[config.mk]
export PLATFORM = sky130hd
export DESIGN_NAME = cn_drive_top
export DESIGN_NICKNAME = d
export VERILOG_FILES = /design/src/design/cn_drive_pkg.sv /design/src/design/host_regs.sv /design/src/design/synapse_decay.sv /design/src/design/button_scaler.sv /design/src/design/drive_mixer.sv /design/src/design/cn_drive_top.sv
export VERILOG_INCLUDE_DIRS = /design/src /design/src/design
export SDC_FILE = /design/constraint.sdc
export NUM_CORES = 2
export LEC_CHECK = 0
export BUFFER_PORTS_ARGS = -buffer_cell sky130_fd_sc_hd__buf_2
export CAP_MARGIN = 30
export CORE_UTILIZATION = 30
export CTS_BUF_LIST = sky130_fd_sc_hd__clkbuf_4
export CTS_CLUSTER_DIAMETER = 40
export DETAILED_ROUTE_END_ITERATION = 8
export SKIP_LAST_GASP = 1
export SYNTH_ARGS = -nofsm -noshare
export SYNTH_HDL_FRONTEND = slang
export SYNTH_SLANG_ARGS = --single-unit
export TNS_END_PERCENT = 1
[constraint.sdc]
create_clock -name ep50trig -period 14.3 [get_ports ep50trig]
set_input_delay 2.86 -clock ep50trig [delete_from_list [all_inputs] [get_ports ep50trig]]
set_output_delay 2.86 -clock ep50trig [all_outputs]
set_load 0.1 [all_outputs]
[src/design/cn_drive_config.svh]
`ifndef CN_DRIVE_CONFIG_SVH
`define CN_DRIVE_CONFIG_SVH

// datapath widths
`define CN_DATA_W          32   // currents, gain and drive
`define CN_HOST_W          16   // one host data word
`define CN_TRIG_W          16   // trigger strobe vector

// trigger map
`define CN_TRIG_GAIN       13   // loads the afferent synapse gain

// host register defaults
`define CN_GAIN_RESET      1    // unity gain

// simple synapse
`define CN_SYN_WEIGHT      4000 // current step per presynaptic spike
`define CN_SYN_TAU_SHIFT   3    // leak of current/8 per tick

// drive combiner
`define CN_DRIVE_SHIFT     9    // fixed-point position of the afferent term

// push-button scaler, the code counter walks 2..14 so code>>1 gives 1..7
`define CN_SCALE_W         4
`define CN_SCALE_MIN       2
`define CN_SCALE_MAX       14

// control word
`define CN_CTRL_SIM_RESET  2    // clears synapses and drive

`endif

[src/design/cn_drive_pkg.sv]
`include "cn_drive_config.svh"

package cn_drive_pkg;

    // trigger bits decoded by the design, index into the strobe vector
    typedef enum logic [3:0] {
        TRIG_SYN_GAIN = 4'(`CN_TRIG_GAIN)   // {hi, lo} -> afferent gain
    } trig_bit_e;

    // one-cycle presynaptic spike strobes
    typedef struct packed {
        logic ia;   // spindle Ia afferent
        logic ii;   // spindle II afferent
        logic m1a;  // first cortical input
        logic m1b;  // second cortical input, button scaled
    } syn_spikes_t;

    // synaptic currents, same field order as the spikes
    typedef struct packed {
        logic [`CN_DATA_W-1:0] ia;
        logic [`CN_DATA_W-1:0] ii;
        logic [`CN_DATA_W-1:0] m1a;
        logic [`CN_DATA_W-1:0] m1b;
    } syn_currents_t;

    // the two host wire words, hi is the upper half of a 32-bit load
    typedef struct packed {
        logic [`CN_HOST_W-1:0] hi;
        logic [`CN_HOST_W-1:0] lo;
    } host_words_t;

endpackage

[src/design/host_regs.sv]
`include "cn_drive_config.svh"

module host_regs
    import cn_drive_pkg::*;
(
    input  logic                  ep50trig,       // simulation tick
    input  logic                  reset_global,
    input  host_words_t           i_host_words,   // data words for triggered loads
    input  logic [`CN_TRIG_W-1:0] i_trig,         // one-cycle load strobes
    input  logic [`CN_HOST_W-1:0] i_ctrl,         // control word, level
    input  logic                  i_ext_reset,    // board reset level
    output logic [`CN_DATA_W-1:0] o_gain,
    output logic                  o_sim_clear
);

    logic [`CN_DATA_W-1:0] gain_q;
    logic                  sim_clear_q;
    logic                  clear_req;     // either clear source, before the flop
    logic                  gain_load;

    // external reset is cleaned through the same flop as the control bit
    assign clear_req = i_ext_reset | i_ctrl[`CN_CTRL_SIM_RESET];
    assign gain_load = i_trig[TRIG_SYN_GAIN];

    // registered simulation clear
    always_ff @(posedge ep50trig or posedge reset_global) begin
        if (reset_global) begin
            sim_clear_q <= 1'b0;
        end else begin
            sim_clear_q <= clear_req;   // high one tick after either source rises
        end
    end

    // afferent synapse gain, loaded from the two host words
    always_ff @(posedge ep50trig or posedge reset_global) begin
        if (reset_global) begin
            gain_q <= `CN_DATA_W'(`CN_GAIN_RESET);   // unity
        end else if (gain_load) begin
            gain_q <= {i_host_words.hi, i_host_words.lo};
        end
    end

    // a sim clear does not touch the gain, only reset_global does

    assign o_gain      = gain_q;
    assign o_sim_clear = sim_clear_q;

endmodule

[src/design/synapse_decay.sv]
`include "cn_drive_config.svh"

module synapse_decay #(
    parameter int unsigned WEIGHT    = `CN_SYN_WEIGHT,     // jump per spike
    parameter int unsigned TAU_SHIFT = `CN_SYN_TAU_SHIFT   // leak shift per tick
) (
    input  logic                  ep50trig,
    input  logic                  reset_global,
    input  logic                  i_clear,     // sim clear, zeroes the current
    input  logic                  i_spike,     // presynaptic spike strobe
    output logic [`CN_DATA_W-1:0] o_current
);

    logic [`CN_DATA_W-1:0] current_q;
    logic [`CN_DATA_W-1:0] leak;       // amount lost this tick
    logic [`CN_DATA_W-1:0] kick;       // amount gained this tick
    logic [`CN_DATA_W-1:0] current_d;

    // exponential decay, tau of 2^TAU_SHIFT ticks
    assign leak = current_q >> TAU_SHIFT;
    assign kick = i_spike ? `CN_DATA_W'(WEIGHT) : '0;

    // leak never exceeds the current, so no underflow
    assign current_d = current_q - leak + kick;

    always_ff @(posedge ep50trig or posedge reset_global) begin
        if (reset_global) begin
            current_q <= '0;
        end else if (i_clear) begin
            current_q <= '0;        // clear wins over a spike
        end else begin
            current_q <= current_d;
        end
    end

    // settles where leak equals weight, about WEIGHT << TAU_SHIFT
    assign o_current = current_q;

endmodule

[src/design/button_scaler.sv]
`include "cn_drive_config.svh"

module button_scaler (
    input  logic                   ep50trig,
    input  logic                   reset_global,
    input  logic                   i_button,    // raw push-button level
    output logic [`CN_SCALE_W-1:0] o_scaler     // multiplier 1..7
);

    logic                   btn_meta;   // first sync stage
    logic                   btn_sync;   // second sync stage
    logic                   btn_change;
    logic [`CN_SCALE_W-1:0] code_q;     // walks MIN..MAX, lsb is a half step

    // two-flop synchronizer, also serves as the edge detector
    always_ff @(posedge ep50trig or posedge reset_global) begin
        if (reset_global) begin
            btn_meta <= 1'b0;
            btn_sync <= 1'b0;
        end else begin
            btn_meta <= i_button;
            btn_sync <= btn_meta;
        end
    end

    // either edge of the button counts
    assign btn_change = btn_meta ^ btn_sync;

    // wrapping code counter
    always_ff @(posedge ep50trig or posedge reset_global) begin
        if (reset_global) begin
            code_q <= `CN_SCALE_W'(`CN_SCALE_MIN);             // scaler 1
        end else if (btn_change) begin
            if (code_q == `CN_SCALE_W'(`CN_SCALE_MAX)) begin   // scaler 7 -> 1
                code_q <= `CN_SCALE_W'(`CN_SCALE_MIN);
            end else begin
                code_q <= code_q + 1'b1;
            end
        end
    end

    // two presses per multiplier step
    assign o_scaler = code_q >> 1;

endmodule

[src/design/drive_mixer.sv]
`include "cn_drive_config.svh"

module drive_mixer
    import cn_drive_pkg::*;
(
    input  logic                   ep50trig,
    input  logic                   reset_global,
    input  logic                   i_clear,      // sim clear
    input  syn_currents_t          i_currents,
    input  logic [`CN_DATA_W-1:0]  i_gain,       // host gain on the afferent pair
    input  logic [`CN_SCALE_W-1:0] i_scaler,     // button multiplier
    output logic [`CN_DATA_W-1:0]  o_drive       // latched fixed-point drive
);

    logic [`CN_DATA_W-1:0] afferent_sum;     // Ia + II
    logic [`CN_DATA_W-1:0] afferent_gained;
    logic [`CN_DATA_W-1:0] afferent_term;    // gained and shifted into place
    logic [`CN_DATA_W-1:0] scaler_ext;
    logic [`CN_DATA_W-1:0] cortical_scaled;  // m1b times button scaler
    logic [`CN_DATA_W-1:0] drive_d;
    logic [`CN_DATA_W-1:0] drive_q;

    // spindle afferents share one gain
    assign afferent_sum    = i_currents.ia + i_currents.ii;
    assign afferent_gained = afferent_sum * i_gain;                  // low 32 bits kept
    assign afferent_term   = afferent_gained << `CN_DRIVE_SHIFT;

    // second cortical input follows the push button
    assign scaler_ext      = {{(`CN_DATA_W-`CN_SCALE_W){1'b0}}, i_scaler};
    assign cortical_scaled = i_currents.m1b * scaler_ext;

    // shift binds to the afferent term only, then the cortical terms add on
    assign drive_d = afferent_term + i_currents.m1a + cortical_scaled;

    // one latch per tick
    always_ff @(posedge ep50trig or posedge reset_global) begin
        if (reset_global) begin
            drive_q <= '0;
        end else if (i_clear) begin
            drive_q <= '0;
        end else begin
            drive_q <= drive_d;       // wraps at 32 bits
        end
    end

    assign o_drive = drive_q;

endmodule

[src/design/cn_drive_top.sv]
`include "cn_drive_config.svh"

module cn_drive_top
    import cn_drive_pkg::*;
(
    input  logic                   ep50trig,      // simulation tick
    input  logic                   reset_global,
    input  host_words_t            i_host_words,
    input  logic [`CN_TRIG_W-1:0]  i_trig,
    input  logic [`CN_HOST_W-1:0]  i_ctrl,        // control wire, one host word wide
    input  logic                   i_ext_reset,
    input  syn_spikes_t            i_spikes,
    input  logic                   i_button,
    output logic [`CN_DATA_W-1:0]  o_drive,
    output syn_currents_t          o_currents,
    output logic [`CN_SCALE_W-1:0] o_scaler,
    output logic [`CN_DATA_W-1:0]  o_gain,
    output logic [6:0]             o_led          // active low
);

    logic                   sim_clear;
    logic [`CN_DATA_W-1:0]  gain;
    logic [`CN_SCALE_W-1:0] scaler;
    syn_currents_t          currents;

    // host gain register and sim clear
    host_regs u_host_regs (
        .ep50trig     (ep50trig),
        .reset_global (reset_global),
        .i_host_words (i_host_words),
        .i_trig       (i_trig),
        .i_ctrl       (i_ctrl),
        .i_ext_reset  (i_ext_reset),
        .o_gain       (gain),
        .o_sim_clear  (sim_clear)
    );

    // one simple synapse per presynaptic source
    synapse_decay u_syn_ia (
        .ep50trig     (ep50trig),
        .reset_global (reset_global),
        .i_clear      (sim_clear),
        .i_spike      (i_spikes.ia),
        .o_current    (currents.ia)
    );

    synapse_decay u_syn_ii (
        .ep50trig     (ep50trig),
        .reset_global (reset_global),
        .i_clear      (sim_clear),
        .i_spike      (i_spikes.ii),
        .o_current    (currents.ii)
    );

    synapse_decay u_syn_m1a (
        .ep50trig     (ep50trig),
        .reset_global (reset_global),
        .i_clear      (sim_clear),
        .i_spike      (i_spikes.m1a),
        .o_current    (currents.m1a)
    );

    synapse_decay u_syn_m1b (
        .ep50trig     (ep50trig),
        .reset_global (reset_global),
        .i_clear      (sim_clear),
        .i_spike      (i_spikes.m1b),
        .o_current    (currents.m1b)
    );

    // push-button multiplier for m1b
    button_scaler u_button_scaler (
        .ep50trig     (ep50trig),
        .reset_global (reset_global),
        .i_button     (i_button),
        .o_scaler     (scaler)
    );

    // drive lags the currents by one tick
    drive_mixer u_drive_mixer (
        .ep50trig     (ep50trig),
        .reset_global (reset_global),
        .i_clear      (sim_clear),
        .i_currents   (currents),
        .i_gain       (gain),
        .i_scaler     (scaler),
        .o_drive      (o_drive)
    );

    assign o_currents = currents;
    assign o_scaler   = scaler;
    assign o_gain     = gain;

    // status LEDs, lit when the source is high
    assign o_led[0]   = ~sim_clear;
    assign o_led[1]   = ~i_spikes.ia;
    assign o_led[2]   = ~i_spikes.ii;
    assign o_led[3]   = ~i_spikes.m1a;
    assign o_led[6:4] = ~scaler[2:0];   // binary multiplier

endmodule

==> impl_metrics.py <==
metrics = {
    "run_status": {
        "status": "finished, final reports clean",
    },
    "setup_path": {
        "r2r_end": "u_drive_mixer.o_drive[31]",
        "r2r_slack_ps": 2050,
        "worst_setup_path_start_kind": "flip-flop",
        "crit_path_end_kind": "flip-flop",
        "cp.required_ps": 15010,
        "rr_startpoint": "u_syn_ii.o_current[0]",
        "rr_worst_depth": 46,
        "critPathKind": "flip-flop to flip-flop",
        "slowest_delay_ps": 550,
        "cpMaxStageDelayCell": "xnor2_1",
        "worstPathArrival_ps": 12960,
        "path_max_fanout": 6,
        "cpMostUsedCell": "fa_1",
    },
    "timing": {
        "worst_slack_ps": 2050,
        "post-route-min-period_ps": 12250,
        "hold_viol": 0,
        "rsz0062_at_grt": "false",
        "setup_viol": 0,
        "setup_tns_ps": 0,
        "final_max_slew_viol_count": 0,
        "fmax_mhz": 81.6,
        "fin_worst_skew_ps": 53.2,
        "relSlewSlack": 0.376,
        "period_share": 0.857,
        "worst_pin_slew_ps": 933,
    },
    "clock_tree": {
        "post_cts_buffers": 0,
        "cts_resized": 0,
        "cts_sinks": 199,
        "cts_buffer_depth": 2,
        "cts_max_level": 4,
        "numCtsBuffers": 17,
        "clock-root-buffer": "clkbuf_4",
        "postCtsHoldBufs": 0,
        "cts_tree": "yes",
        "clock_latency_ps": 830,
        "path_clk_slew_ps": 200,
    },
    "floorplanning": {
        "die_height_microns": 301,
        "io_pins": 275,
        "initial_core_util": 0.303,
        "num_rows": 109,
        "dieArea_sq_um": 90400,
        "core_area_sq_um": 88400,
        "die_w_microns": 301,
    },
    "layout": {
        "regArea_sq_um": 4990,
        "area_delta_synth_final_pct": 11.1,
        "layout.nets": 3954,
        "drive_gt1_frac": 0.113,
        "fillers": 9256,
        "layout.cells.non_filler": 4404,
        "fin_util": 0.337,
        "multi_input_area_sq_um": 19300,
    },
    "synth": {
        "synth_warnings": 0,
        "async_flop_share": 1.00,
        "synth.yosys.seq_area_share": 0.186,
        "synthCells": 3000,
        "synth_edf_count": 0,
        "synth_area_sq_um": 26800,
        "avgSynthCellArea_sq_um": 8.92,
        "synthFlopType": "dfrtp_1",
        "synth_cell_type_count": 72,
        "ys_ff_latch": 199,
        "syn-num-nets": 3732,
    },
    "drt": {
        "finalWirelength_mm": 74.4,
        "ant_nets": 0,
        "wire_per_inst_microns": 16.9,
        "vias_per_cell": 4.71,
        "first_iter_violations": 900,
        "drt_pass1_iterations": 5,
        "drc": 0,
        "vias": 20760,
    },
    "grt": {
        "grt_max_degree": 94,
        "globalRoute.totalOverflow": 0,
        "track_usage": 0.171,
        "grt_pass1_wl_mm": 120,
        "antenna_found_initial": 2,
        "grt_pass1_vias": 21438,
    },
    "hold_path": {
        "hold_depth": 0,
        "holdPathEnd": "u_button_scaler.btn_sync",
        "hold_path_class": "flip-flop to flip-flop",
        "worst_hold_startpoint": "u_button_scaler.btn_meta",
    },
    "placed_design": {
        "post-place-ws_ps": 2060,
        "dp.cells": 4367,
        "dpl.hpwl_mm": 59.5,
        "numPortBuffers": 243,
        "place_congestion": 0.905,
    },
    "run": {
        "drv_cap": 0,
    },
}
## cell families after synthesis
kind of cell	synth area share
other cells	0.000140
fa+ha+maj	0.393
compound gates	0.104
mux	0.0142
flops	0.186
buf+inv	0.0939
xor+xnor	0.0697
simple gates	0.139
## cell usage in the layout, fill, tap and decap left out, types with 12 or more instances in the layout
master    count
clkbuf_4     19
o21a_1       18
a21boi_0     12
xnor2_1     120
o21bai_1     23
nand2_1     309
nor2b_1      42
a21o_1       78
ha_1        358
o21ai_0      91
nor3_1       32
and3_1       24
buf_4        34
and2_1      100
nand3_1      26
dfrtp_1     196
xor2_1       65
buf_2       243
inv_1       590
nor2_1      207
fa_1        302
mux2_2       31
a21oi_1     131
nand2b_1     27
a31oi_1      18
## how the worst max path moves through the flow
| stage | slack [ps] | to | cells after the start | startpoint |
|---|---|---|---|---|
| 2_1_floorplan | 2730 | u_drive_mixer.o_drive[31] | 46 | u_syn_ia.o_current[0] |
| 3_3_place_gp | 2150 | u_drive_mixer.o_drive[31] | 46 | u_syn_ii.o_current[0] |
| 3_5_place_dp | 2060 | u_drive_mixer.o_drive[31] | 46 | u_syn_ii.o_current[0] |
| 4_1_cts | 1990 | u_drive_mixer.o_drive[31] | 46 | u_syn_ii.o_current[0] |
| 5_1_grt | 1380 | u_drive_mixer.o_drive[31] | 46 | u_syn_ii.o_current[0] |
| 6_report | 2050 | u_drive_mixer.o_drive[31] | 46 | u_syn_ii.o_current[0] |
## critical path: cells and delay by family (launching register included)
| family | cells | cell delay, ps |
|---|---|---|
| buf+inv | 6 | 320 |
| xor+xnor | 15 | 4020 |
| simple gates | 6 | 670 |
| compound gates | 8 | 1600 |
| flops | 1 | 440 |
| fa+ha+maj | 11 | 5030 |
## sequential cells by signal, indices dropped and copies added (netlist names)
signal / count
u_syn_m1b.o_current: 32
u_button_scaler.btn_sync: 1
u_host_regs.o_gain: 32
u_button_scaler.btn_meta: 1
u_host_regs.o_sim_clear: 1
u_syn_m1a.o_current: 32
u_drive_mixer.o_drive: 32
u_syn_ii.o_current: 32
u_syn_ia.o_current: 32
u_button_scaler.code_q: 4
## metrics by stage
stage                     hold WS (ps)  area [sq um]
after global routing               488         29700
after CTS                          470         29700
after floorplan                    372         26800
final                              467         29700
after global placement             392         29400
after detailed placement           391         29400
## per-layer routing
metal | track usage | vias to the layer above | part of all wire
met5 | 0 | - | 0
met1 | 0.226 | 10292 | 0.46
met3 | 0.0289 | 95 | 0.043
met4 | 0.0603 | 0 | 0.030
li1 | - | 9973 | -
met2 | 0.279 | 400 | 0.47
## final cells by class
| type | instances | area share |
|---|---|---|
| Inverter | 591 | 0.0748 |
| Tap cell | 1165 | 0.0490 |
| Clock inverter | 13 | 0.00416 |
| Timing Repair Buffer | 278 | 0.0504 |
| Sequential cell | 199 | 0.168 |
| Antenna cell | 4 | 0.000337 |
| Multi-Input combinational cell | 2135 | 0.649 |
| Clock buffer | 19 | 0.00480 |
## synth_stat cells, types with 8 or more instances
master	instances	area share
dfrtp_1	197	0.18
fa_1	302	0.23
nand4_1	11	0.0026
o21ai_0	91	0.017
a21o_1	78	0.022
xor2_1	65	0.021
inv_1	591	0.083
nand2_1	309	0.043
xnor2_1	123	0.040
nor3_1	32	0.0060
mux2_2	31	0.013
clkbuf_1	67	0.0094
o21bai_1	23	0.0064
ha_1	358	0.17
nand3_1	26	0.0049
o21a_1	18	0.0050
a31oi_1	18	0.0042
nand2b_1	27	0.0063
nor2_1	207	0.029
a211oi_1	11	0.0031
and2_1	100	0.023
a21oi_1	131	0.024
xnor3_1	8	0.0067
a21boi_0	12	0.0034
nor2b_1	42	0.0098
and3_1	24	0.0056
Power is not shown: default switching activity piles up to over one toggle a cycle in this logic, so the estimate is an artifact.
